**src/rtl/dma_rd_pkg.sv**
```systemverilog
package dma_rd_pkg;

    // Bus widths, fixed for the whole read path
    localparam int ADDR_W        = 32;
    localparam int DATA_W        = 32;
    localparam int AXI_LEN_WIDTH = 8;

    // arsize code for 4-byte beats
    localparam logic [2:0] AXI_SIZE_WORD = 3'b010;

    // arburst encodings
    localparam logic [1:0] AXI_BURST_FIXED = 2'b00;
    localparam logic [1:0] AXI_BURST_INCR  = 2'b01;

    // rresp codes, ORed together along a command
    localparam logic [1:0] AXI_RESP_OKAY   = 2'b00;
    localparam logic [1:0] AXI_RESP_EXOKAY = 2'b01;
    localparam logic [1:0] AXI_RESP_SLVERR = 2'b10;
    localparam logic [1:0] AXI_RESP_DECERR = 2'b11;

    // No incrementing burst may cross this boundary
    localparam int PAGE_BYTES = 4096;

    // Command from the host side
    typedef struct packed {
        logic [ADDR_W-1:0] addr;
        logic [15:0]       byte_len;
        logic              fixed;
        logic              lock;
    } dma_cmd_t;

    // One legal burst, len is beats minus one
    typedef struct packed {
        logic [ADDR_W-1:0]        addr;
        logic [AXI_LEN_WIDTH-1:0] len;
        logic                     fixed;
        logic                     lock;
        logic                     cmd_last;
    } dma_req_t;

    typedef struct packed {
        logic [1:0] resp;
    } dma_status_t;

    // AR channel payload, single ID
    typedef struct packed {
        logic [ADDR_W-1:0]        addr;
        logic [AXI_LEN_WIDTH-1:0] len;
        logic [2:0]               size;
        logic [1:0]               burst;
        logic                     lock;
    } axi_ar_t;

    // R channel payload
    typedef struct packed {
        logic [DATA_W-1:0] data;
        logic [1:0]        resp;
        logic              last;
    } axi_r_t;

    // Data FIFO entry, cmd_last set on the final word of a command
    typedef struct packed {
        logic [DATA_W-1:0] data;
        logic              cmd_last;
    } fifo_word_t;

    typedef struct packed {
        logic [DATA_W-1:0] data;
        logic              last;
    } strm_t;

endpackage

```
**src/rtl/dma_burst_split.sv**
```systemverilog
module dma_burst_split #(
    parameter int MAX_BEATS = 16
) (
    input  logic                    clk,
    input  logic                    rst_n,
    input  dma_rd_pkg::dma_cmd_t    i_cmd,
    input  logic                    i_cmd_valid,
    output logic                    o_cmd_ready,
    output dma_rd_pkg::dma_req_t    o_req,
    output logic                    o_req_valid,
    input  logic                    i_req_ready,
    input  logic [1:0]              i_burst_resp,
    input  logic                    i_burst_resp_valid,
    output dma_rd_pkg::dma_status_t o_status,
    output logic                    o_status_valid
);
    import dma_rd_pkg::*;

    localparam int PAGE_AW    = $clog2(PAGE_BYTES);
    localparam int PAGE_WORDS = PAGE_BYTES / 4;
    localparam int BEATS_W    = 14;

    localparam logic [1:0] S_IDLE  = 2'd0;
    localparam logic [1:0] S_SPLIT = 2'd1;
    localparam logic [1:0] S_WAIT  = 2'd2;

    logic [1:0]         state;
    logic [ADDR_W-1:0]  cur_addr;
    logic [BEATS_W-1:0] beats_left;
    logic               cur_fixed;
    logic               cur_lock;
    logic [BEATS_W-1:0] page_words;
    logic [BEATS_W-1:0] burst_beats;
    logic               req_fire;
    logic               last_burst;
    logic [2:0]         outstanding;
    logic [1:0]         status_acc;

    // Words left before the next page boundary
    always_comb page_words = BEATS_W'(PAGE_WORDS) - BEATS_W'(cur_addr[PAGE_AW-1:2]);

    // Burst length is the minimum of the three limits
    always_comb begin
        burst_beats = BEATS_W'(MAX_BEATS);
        // Fixed bursts stay on one address, page limit does not apply
        if (!cur_fixed && page_words < burst_beats) begin
            burst_beats = page_words;
        end
        if (beats_left < burst_beats) begin
            burst_beats = beats_left;
        end
    end

    always_comb last_burst = (burst_beats == beats_left);

    always_comb begin
        o_req.addr     = cur_addr;
        o_req.len      = AXI_LEN_WIDTH'(burst_beats - BEATS_W'(1));
        o_req.fixed    = cur_fixed;
        o_req.lock     = cur_lock;
        o_req.cmd_last = last_burst;
    end

    always_comb o_req_valid = (state == S_SPLIT);
    always_comb o_cmd_ready = (state == S_IDLE);
    always_comb req_fire    = o_req_valid && i_req_ready;

    // Address and remaining length of the command in progress
    always_ff @(posedge clk) begin
        if (o_cmd_ready && i_cmd_valid) begin
            cur_addr   <= i_cmd.addr;
            beats_left <= i_cmd.byte_len[15:2];
            cur_fixed  <= i_cmd.fixed;
            cur_lock   <= i_cmd.lock;
        end else if (req_fire) begin
            beats_left <= beats_left - burst_beats;
            if (!cur_fixed) begin
                cur_addr <= cur_addr + ADDR_W'({burst_beats, 2'b00});
            end
        end
    end

    always_ff @(posedge clk or negedge rst_n) begin
        if (!rst_n) begin
            state          <= S_IDLE;
            outstanding    <= 3'd0;
            status_acc     <= AXI_RESP_OKAY;
            o_status       <= '0;
            o_status_valid <= 1'b0;
        end else begin
            o_status_valid <= 1'b0;

            // Bursts issued but not yet answered, at most three
            case ({req_fire, i_burst_resp_valid})
                2'b10:   outstanding <= outstanding + 3'd1;
                2'b01:   outstanding <= outstanding - 3'd1;
                default: outstanding <= outstanding;
            endcase

            if (i_burst_resp_valid) begin
                status_acc <= status_acc | i_burst_resp;
            end

            case (state)
                S_IDLE: begin
                    if (i_cmd_valid) begin
                        status_acc <= AXI_RESP_OKAY;
                        state      <= S_SPLIT;
                    end
                end
                S_SPLIT: begin
                    if (req_fire && last_burst) begin
                        state <= S_WAIT;
                    end
                end
                S_WAIT: begin
                    // Responses return in order, the last one closes the command
                    if (i_burst_resp_valid && outstanding == 3'd1) begin
                        o_status.resp  <= status_acc | i_burst_resp;
                        o_status_valid <= 1'b1;
                        state          <= S_IDLE;
                    end
                end
                default: state <= S_IDLE;
            endcase
        end
    end

endmodule

```
**src/rtl/axi_mgr_rd.sv**
```systemverilog
module axi_mgr_rd (
    input  logic                   clk,
    input  logic                   rst_n,
    input  dma_rd_pkg::dma_req_t   i_req,
    input  logic                   i_req_valid,
    output logic                   o_req_ready,
    output dma_rd_pkg::axi_ar_t    o_ar,
    output logic                   o_arvalid,
    input  logic                   i_arready,
    input  dma_rd_pkg::axi_r_t     i_r,
    input  logic                   i_rvalid,
    output logic                   o_rready,
    output dma_rd_pkg::fifo_word_t o_push,
    output logic                   o_push_valid,
    input  logic                   i_push_ready,
    output logic [1:0]             o_burst_resp,
    output logic                   o_burst_resp_valid
);
    import dma_rd_pkg::*;

    // Two-entry context buffer
    dma_req_t   ctx [2];
    logic [1:0] ctx_sent;
    logic [1:0] ctx_count;
    logic       wr_ptr;
    logic       rd_ptr;
    logic       nxt_ptr;

    logic       ar_idx;
    logic       ar_fire;
    logic       req_fire;
    logic       head_active;
    logic       r_fire;
    logic       burst_done;
    logic [1:0] resp_acc;
    dma_req_t   ar_ctx;
    dma_req_t   head_ctx;

    always_comb nxt_ptr  = ~rd_ptr;
    always_comb head_ctx = ctx[rd_ptr];

    // Head drives AR until sent, then the entry behind it may go out
    always_comb ar_idx = ctx_sent[rd_ptr] ? nxt_ptr : rd_ptr;
    always_comb ar_ctx = ctx[ar_idx];

    always_comb begin
        o_arvalid = ((ctx_count != 2'd0) && !ctx_sent[rd_ptr]) ||
                    ((ctx_count == 2'd2) && !ctx_sent[nxt_ptr]);
        o_ar.addr  = ar_ctx.addr;
        o_ar.len   = ar_ctx.len;
        o_ar.size  = AXI_SIZE_WORD;
        o_ar.burst = ar_ctx.fixed ? AXI_BURST_FIXED : AXI_BURST_INCR;
        o_ar.lock  = ar_ctx.lock;
    end

    always_comb ar_fire     = o_arvalid && i_arready;
    always_comb o_req_ready = (ctx_count != 2'd2);
    always_comb req_fire    = i_req_valid && o_req_ready;

    // Data returns for the head once its AR is out
    always_comb head_active = (ctx_count != 2'd0) && ctx_sent[rd_ptr];
    always_comb o_rready    = head_active && i_push_ready;
    always_comb r_fire      = i_rvalid && o_rready;
    always_comb burst_done  = r_fire && i_r.last;

    // Beats go straight to the FIFO
    always_comb begin
        o_push_valid    = i_rvalid && head_active;
        o_push.data     = i_r.data;
        o_push.cmd_last = i_r.last && head_ctx.cmd_last;
    end

    // Entry payload
    always_ff @(posedge clk) begin
        if (req_fire) begin
            ctx[wr_ptr] <= i_req;
        end
    end

    always_ff @(posedge clk or negedge rst_n) begin
        if (!rst_n) begin
            ctx_sent  <= 2'b00;
            ctx_count <= 2'd0;
            wr_ptr    <= 1'b0;
            rd_ptr    <= 1'b0;
        end else begin
            if (req_fire) begin
                wr_ptr <= ~wr_ptr;
            end
            if (ar_fire) begin
                ctx_sent[ar_idx] <= 1'b1;
            end
            // Head retires on its rlast beat
            if (burst_done) begin
                ctx_sent[rd_ptr] <= 1'b0;
                rd_ptr           <= nxt_ptr;
            end
            case ({req_fire, burst_done})
                2'b10:   ctx_count <= ctx_count + 2'd1;
                2'b01:   ctx_count <= ctx_count - 2'd1;
                default: ctx_count <= ctx_count;
            endcase
        end
    end

    // OR of rresp over the burst, reported after rlast
    always_ff @(posedge clk or negedge rst_n) begin
        if (!rst_n) begin
            resp_acc           <= AXI_RESP_OKAY;
            o_burst_resp       <= AXI_RESP_OKAY;
            o_burst_resp_valid <= 1'b0;
        end else begin
            o_burst_resp_valid <= 1'b0;
            if (burst_done) begin
                o_burst_resp       <= resp_acc | i_r.resp;
                o_burst_resp_valid <= 1'b1;
                resp_acc           <= AXI_RESP_OKAY;
            end else if (r_fire) begin
                resp_acc <= resp_acc | i_r.resp;
            end
        end
    end

endmodule

```
**src/rtl/rd_data_fifo.sv**
```systemverilog
module rd_data_fifo #(
    parameter int FIFO_DEPTH = 8
) (
    input  logic                   clk,
    input  logic                   rst_n,
    input  dma_rd_pkg::fifo_word_t i_push,
    input  logic                   i_push_valid,
    output logic                   o_push_ready,
    output dma_rd_pkg::fifo_word_t o_pop,
    output logic                   o_pop_valid,
    input  logic                   i_pop_ready
);
    import dma_rd_pkg::*;

    localparam int PTR_W = (FIFO_DEPTH > 1) ? $clog2(FIFO_DEPTH) : 1;
    localparam int CNT_W = $clog2(FIFO_DEPTH + 1);

    fifo_word_t       mem [FIFO_DEPTH];
    logic [PTR_W-1:0] wr_ptr;
    logic [PTR_W-1:0] rd_ptr;
    logic [CNT_W-1:0] count;
    logic             push_fire;
    logic             pop_fire;

    always_comb o_pop_valid = (count != CNT_W'(0));
    always_comb o_pop       = mem[rd_ptr];

    // A full FIFO still takes a word when one leaves in the same cycle
    always_comb o_push_ready = (count != CNT_W'(FIFO_DEPTH)) || i_pop_ready;

    always_comb push_fire = i_push_valid && o_push_ready;
    always_comb pop_fire  = o_pop_valid && i_pop_ready;

    always_ff @(posedge clk) begin
        if (push_fire) begin
            mem[wr_ptr] <= i_push;
        end
    end

    always_ff @(posedge clk or negedge rst_n) begin
        if (!rst_n) begin
            wr_ptr <= '0;
            rd_ptr <= '0;
            count  <= '0;
        end else begin
            // Pointers wrap at the depth, which need not be a power of two
            if (push_fire) begin
                wr_ptr <= (wr_ptr == PTR_W'(FIFO_DEPTH - 1)) ? '0 : wr_ptr + PTR_W'(1);
            end
            if (pop_fire) begin
                rd_ptr <= (rd_ptr == PTR_W'(FIFO_DEPTH - 1)) ? '0 : rd_ptr + PTR_W'(1);
            end
            case ({push_fire, pop_fire})
                2'b10:   count <= count + CNT_W'(1);
                2'b01:   count <= count - CNT_W'(1);
                default: count <= count;
            endcase
        end
    end

endmodule

```
**src/rtl/dma_stream_out.sv**
```systemverilog
module dma_stream_out (
    input  logic                   clk,
    input  logic                   rst_n,
    input  dma_rd_pkg::fifo_word_t i_pop,
    input  logic                   i_pop_valid,
    output logic                   o_pop_ready,
    output dma_rd_pkg::strm_t      o_strm,
    output logic                   o_strm_valid,
    input  logic                   i_strm_ready,
    output logic [15:0]            o_word_count
);
    import dma_rd_pkg::*;

    logic pop_fire;
    logic new_cmd;

    // Load when the register is empty or its word is leaving
    always_comb o_pop_ready = !o_strm_valid || i_strm_ready;
    always_comb pop_fire    = i_pop_valid && o_pop_ready;

    // Output word, held under back-pressure
    always_ff @(posedge clk) begin
        if (pop_fire) begin
            o_strm.data <= i_pop.data;
            o_strm.last <= i_pop.cmd_last;
        end
    end

    always_ff @(posedge clk or negedge rst_n) begin
        if (!rst_n) begin
            o_strm_valid <= 1'b0;
        end else if (pop_fire) begin
            o_strm_valid <= 1'b1;
        end else if (i_strm_ready) begin
            o_strm_valid <= 1'b0;
        end
    end

    // Word index within the command, kept after last
    always_ff @(posedge clk or negedge rst_n) begin
        if (!rst_n) begin
            o_word_count <= 16'd0;
            new_cmd      <= 1'b1;
        end else if (pop_fire) begin
            // First word after a last restarts the count
            if (new_cmd) begin
                o_word_count <= 16'd1;
            end else begin
                o_word_count <= o_word_count + 16'd1;
            end
            new_cmd <= i_pop.cmd_last;
        end
    end

endmodule

```
**src/rtl/dma_rd_top.sv**
```systemverilog
module dma_rd_top #(
    parameter int MAX_BEATS  = 16,
    parameter int FIFO_DEPTH = 8
) (
    input  logic                    clk,
    input  logic                    rst_n,
    input  dma_rd_pkg::dma_cmd_t    i_cmd,
    input  logic                    i_cmd_valid,
    output logic                    o_cmd_ready,
    output dma_rd_pkg::axi_ar_t     o_ar,
    output logic                    o_arvalid,
    input  logic                    i_arready,
    input  dma_rd_pkg::axi_r_t      i_r,
    input  logic                    i_rvalid,
    output logic                    o_rready,
    output dma_rd_pkg::strm_t       o_strm,
    output logic                    o_strm_valid,
    input  logic                    i_strm_ready,
    output logic [15:0]             o_word_count,
    output dma_rd_pkg::dma_status_t o_status,
    output logic                    o_status_valid
);
    import dma_rd_pkg::*;

    // Splitter to manager
    dma_req_t   req;
    logic       req_valid;
    logic       req_ready;
    logic [1:0] burst_resp;
    logic       burst_resp_valid;

    // Manager to FIFO
    fifo_word_t push;
    logic       push_valid;
    logic       push_ready;

    // FIFO to output stage
    fifo_word_t pop;
    logic       pop_valid;
    logic       pop_ready;

    dma_burst_split #(
        .MAX_BEATS (MAX_BEATS)
    ) dma_burst_split_i (
        .clk                (clk),
        .rst_n              (rst_n),
        .i_cmd              (i_cmd),
        .i_cmd_valid        (i_cmd_valid),
        .o_cmd_ready        (o_cmd_ready),
        .o_req              (req),
        .o_req_valid        (req_valid),
        .i_req_ready        (req_ready),
        .i_burst_resp       (burst_resp),
        .i_burst_resp_valid (burst_resp_valid),
        .o_status           (o_status),
        .o_status_valid     (o_status_valid)
    );

    axi_mgr_rd axi_mgr_rd_i (
        .clk                (clk),
        .rst_n              (rst_n),
        .i_req              (req),
        .i_req_valid        (req_valid),
        .o_req_ready        (req_ready),
        .o_ar               (o_ar),
        .o_arvalid          (o_arvalid),
        .i_arready          (i_arready),
        .i_r                (i_r),
        .i_rvalid           (i_rvalid),
        .o_rready           (o_rready),
        .o_push             (push),
        .o_push_valid       (push_valid),
        .i_push_ready       (push_ready),
        .o_burst_resp       (burst_resp),
        .o_burst_resp_valid (burst_resp_valid)
    );

    rd_data_fifo #(
        .FIFO_DEPTH (FIFO_DEPTH)
    ) rd_data_fifo_i (
        .clk          (clk),
        .rst_n        (rst_n),
        .i_push       (push),
        .i_push_valid (push_valid),
        .o_push_ready (push_ready),
        .o_pop        (pop),
        .o_pop_valid  (pop_valid),
        .i_pop_ready  (pop_ready)
    );

    dma_stream_out dma_stream_out_i (
        .clk          (clk),
        .rst_n        (rst_n),
        .i_pop        (pop),
        .i_pop_valid  (pop_valid),
        .o_pop_ready  (pop_ready),
        .o_strm       (o_strm),
        .o_strm_valid (o_strm_valid),
        .i_strm_ready (i_strm_ready),
        .o_word_count (o_word_count)
    );

endmodule

```
**config.mk**
```make
export PLATFORM = sky130hd
export DESIGN_NAME = dma_rd_top
export DESIGN_NICKNAME = d
export VERILOG_FILES = /design/src/rtl/dma_rd_pkg.sv /design/src/rtl/dma_burst_split.sv /design/src/rtl/axi_mgr_rd.sv /design/src/rtl/rd_data_fifo.sv /design/src/rtl/dma_stream_out.sv /design/src/rtl/dma_rd_top.sv
export SDC_FILE = /design/constraint.sdc
export NUM_CORES = 1
export LEC_CHECK = 0
export BUFFER_PORTS_ARGS = -buffer_cell sky130_fd_sc_hd__buf_2
export CORE_ASPECT_RATIO = 0.6
export CORE_MARGIN = 3
export CORE_UTILIZATION = 45
export CTS_CLUSTER_DIAMETER = 50
export DETAILED_ROUTE_END_ITERATION = 8
export PLACE_DENSITY_LB_ADDON = 0.1
export SLEW_MARGIN = 20
export SYNTH_ARGS = -nofsm -noshare
export SYNTH_HDL_FRONTEND = slang
export SYNTH_SLANG_ARGS = --single-unit
export TNS_END_PERCENT = 50
```
**constraint.sdc**
```tcl
create_clock -name clk -period 6.3 [get_ports clk]
set_clock_uncertainty 0.05 [all_clocks]
set_input_delay 0.945 -clock clk [delete_from_list [all_inputs] [get_ports clk]]
set_output_delay 0.945 -clock clk [all_outputs]
set_load 0.01 [all_outputs]
```
==> impl_summary.md <==
Floorplanning
Measured along the x axis, the die boundary spans 281 um. The area of the core is 44,100 um^2. The floorplan step set the die height to 171 um.

The initial cell density of the core is 0.464. The number of ports placed on the die boundary is 193. The floorplan step defined a die boundary enclosing 48,100 um^2. The initialized floorplan defines 59 standard-cell rows.

Finish
Compared with the post-synthesis result, the final layout area differs by 17.0%. The most frequent standard cell in the layout excluding fill and tap cells is edfxtp_1. The number of non-filler instances in the completed layout is 2,114.

The number of nets in the finished design is 1,638. The layout has 3,550 filler cells. The top cell types in the final layout, fill and taps aside, are edfxtp_1, buf_2, nand2_1, mux2_2, nor2_1. In the final layout, the share of cells above drive strength 1 is 0.312. Measured on the finished design, the core utilization comes to 0.543.

Placement
The count of buffers added on input and output ports is 186. The estimated wirelength of the detail-placed design is 28,700 um. At the end of routability-driven placement, the weighted congestion stood at 0.852. After detailed placement, the design holds a cell count of 2,022.

Routing
The wire length per cell after detailed routing is 21.5 um. For this block, the initial DRC count from the detailed router was 813. The count of nets left with antenna violations after detail routing is 0. The final layout contains routed wiring with a total length of 45,500 um.

The iteration count of the initial detailed-routing pass is 5. The final routed DRC violation total is 0. The via count is 11,500. The via count normalized by instance count is 5.42.

Global route
Entering global routing, the biggest net connects 50 pins. In the global route stage, overall resource usage came out at 0.190. After global routing the overflow that remains totals 0.

The initial antenna violation count is 3. The number of global-route vias before repair is 11,500. The first-pass GRT wire length is 69,200 um.

Clocking
The clock latency on the worst-skew pair is 0.56 ns. The clock transition at the register clock pins on the worst setup and hold paths after CTS is 0.06 ns. The TritonCTS clock tree is yes. The cell sitting at the root of the clock tree is a clkbuf_16. The clock tree synthesis step divided the H-tree into 2 levels.

The clock net sink count is 480. Counting along the longest clock path gives a buffer depth of 3. In this run, CTS created clock tree buffers numbering 48.

Timing
The post-route fraction of the period consumed by the critical path is 0.953. Setup violations remaining at the end of the flow were counted as 0. The number of pins exceeding their max-slew limit in the final report came to 0. The worst hold slack across all endpoints is 0.400 ns. The worst max-slew margin expressed relative to the limit is 0.262. The hold violation total from the final report is 0. Derived from the worst setup path, the maximum achievable clock frequency is 167 MHz.

The summed negative setup slack over all endpoints is 0 ns. The shortest clock period the worst path allows after layout is 6.01 ns. The transition at the pin with the smallest max-transition slack is 1.11 ns.

Synth
The netlist uses 58 different library cells. Each instance of the synthesized netlist takes up on average 16.2 um^2. Yosys mapped a number of flops with a built-in enable equal to 431.

The number of flip-flops and latches in the synthesized netlist is 480. The mapped netlist covers 20,500 um^2. The share of the Yosys chip area taken by registers is 0.693. Among all flip-flop cells after synthesis, the most frequent one is edfxtp_1. The share of flip-flops with an asynchronous set or reset is 0.102.

The number of warnings issued by yosys is 0. The synthesized netlist cell count is 1,260.

Power
The switching share of power is 0.328. The combinational group share of total power is 0.335. Dividing total power by cell area gives a power density of 500 nW/um^2. The internal power component is 0.00805 W.

The share of total power dissipated in sequential elements is 0.427. The power dissipated by switching net loads is 0.00392 W. The portion of total power attributed to the clock network is 0.237. The static leakage is 8.63 nW. The worst ir drop on vdd is 0.279 mV.

Worst setup path
The biggest fanout along the worst timing path is 24. The startpoint type of the worst setup path is a flop. The worst path required time is 6.53 ns. The type of destination of the critical path is a flop. By startpoint and endpoint, the worst setup path is classified as reg -> reg. At the worst endpoint, the arrival time is 6.24 ns.

Run
The tool flagged a number of max-cap violations equal to 0.

Worst hold path
The class of the most critical hold timing path is reg -> reg.

Outcome
The flow ran to the end, and the final reports show no timing, DRC or antenna violations.
==> power by group through the flow <==
| stage | clock (W) | combinational (W) | sequential (W) |
|---|---|---|---|
| floorplan | 0 | 0.00279 | 0.00500 |
| global placement | 0 | 0.00395 | 0.00517 |
| detailed placement | 0 | 0.00400 | 0.00520 |
| CTS | 0.00293 | 0.00403 | 0.00513 |
| global route | 0.00306 | 0.00440 | 0.00523 |
| finish | 0.00284 | 0.00401 | 0.00512 |
==> state kept, by name, indices dropped and copies added (netlist names), 2 cells and up <==
signal,flops
rd_data_fifo_i.mem,264
axi_mgr_rd_i.ctx,86
dma_stream_out_i.o_strm,33
dma_burst_split_i.cur_addr,32
dma_stream_out_i.o_word_count,16
dma_burst_split_i.beats_left,14
rd_data_fifo_i.count,4
dma_burst_split_i.outstanding,3
rd_data_fifo_i.rd_ptr,3
rd_data_fifo_i.wr_ptr,3
axi_mgr_rd_i.ctx_count,2
axi_mgr_rd_i.ctx_sent,2
axi_mgr_rd_i.o_burst_resp,2
axi_mgr_rd_i.resp_acc,2
dma_burst_split_i.o_status,2
dma_burst_split_i.state,2
dma_burst_split_i.status_acc,2
==> stage by stage <==
| stage | worst slack, ns | power (W) | instance area [um^2] |
|---|---|---|---|
| 2_1_floorplan | 0.323 | 0.00779 | 20500 |
| 3_3_place_gp | -0.00121 | 0.00912 | 22300 |
| 3_5_place_dp | -0.0359 | 0.00920 | 22300 |
| 4_1_cts | 0.0437 | 0.0121 | 23900 |
| 5_1_grt | -0.0232 | 0.0127 | 23900 |
| 6_report | 0.294 | 0.0120 | 23900 |
==> final timing paths <==
kind / start / to / slack (ns) / cells past startpoint
setup / recovery: dma_burst_split_i.cur_addr[2] / dma_burst_split_i.cur_addr[18] / 0.29 / 23
hold / removal: dma_burst_split_i.cur_addr[0] / axi_mgr_rd_i.ctx[0][11] / 0.40 / 0
setup reg to reg: dma_burst_split_i.cur_addr[2] / dma_burst_split_i.cur_addr[18] / 0.29 / 23
hold reg to reg: dma_burst_split_i.cur_addr[0] / axi_mgr_rd_i.ctx[0][11] / 0.40 / 0
max in group asynchronous: rst_n / rd_data_fifo_i.rd_ptr[0] / 5.21 / 2
min in group asynchronous: rst_n / dma_burst_split_i.o_status[1] / 0.44 / 2
==> kinds of logic (layout without fill, tap and decap cells) <==
logic type / after synthesis / count (layout) / synth area share
flops: 480 / 480 / 0.693
other cells: 2 / 15 / 0.000367
compound gates: 165 / 165 / 0.0478
mux: 153 / 153 / 0.120
fa+ha+maj: 53 / 53 / 0.0335
simple gates: 260 / 260 / 0.0608
xor+xnor: 68 / 68 / 0.0291
buf+inv: 79 / 341 / 0.0154
==> synth_stat cells, types with 31 or more instances <==
| master | count | area share |
|---|---|---|
| ha_1 | 50 | 0.031 |
| clkbuf_1 | 33 | 0.0061 |
| mux2_2 | 78 | 0.043 |
| o21ai_0 | 37 | 0.0091 |
| a21oi_1 | 58 | 0.014 |
| mux4_2 | 66 | 0.073 |
| dfrtp_1 | 48 | 0.059 |
| nor2_1 | 77 | 0.014 |
| edfxtp_1 | 431 | 0.63 |
| xnor2_1 | 37 | 0.016 |
| xor2_1 | 31 | 0.013 |
| nand2_1 | 78 | 0.014 |
==> area by class of cell <==
type	instances	area, um^2	share of cell area
diodes	2	5.00	0.000209
inverters	32	120	0.00502
flip-flops and latches	480	14200	0.592
well taps	579	724	0.0303
repair buffers	220	1190	0.0499
clock buffers	58	1300	0.0544
clock inverters	31	274	0.0115
multi-input cells	712	6130	0.256
==> worst max-delay path: stages, from the launching register on <==
cell	delay, ns
edfxtp_1	0.38
inv_1	0.14
ha_1	0.19
or4b_1	0.50
nor4_2	0.23
mux2i_2	0.16
nor4_2	0.32
nand2_1	0.13
ha_1	0.22
or4_1	0.39
or4_4	0.44
a21oi_4	0.16
buf_8	0.20
mux2i_1	0.27
inv_1	0.07
ha_1	0.32
o21ai_0	0.35
o21ai_1	0.19
a211oi_2	0.34
o31ai_1	0.11
buf_4	0.20
nand3_1	0.10
xor2_1	0.15
o21ai_0	0.10
==> routing by layer <==
layer / vias to the layer above / global-route usage / share of wire
met5: - / 0 / 0.00024
li1: 5311 / - / -
met1: 5828 / 0.290 / 0.49
met4: 2 / 0.0422 / 0.017
met3: 58 / 0.0301 / 0.046
met2: 262 / 0.288 / 0.45
==> repair_timing <==
action / in CTS / in global routing
hold buffers: 0 / 0
setup endpoints to repair: 7 / 19
setup buffers: 0 / 1
resized for setup: 1 / 10
pin swaps: 0 / 5
(Power assumes the default switching activity.)
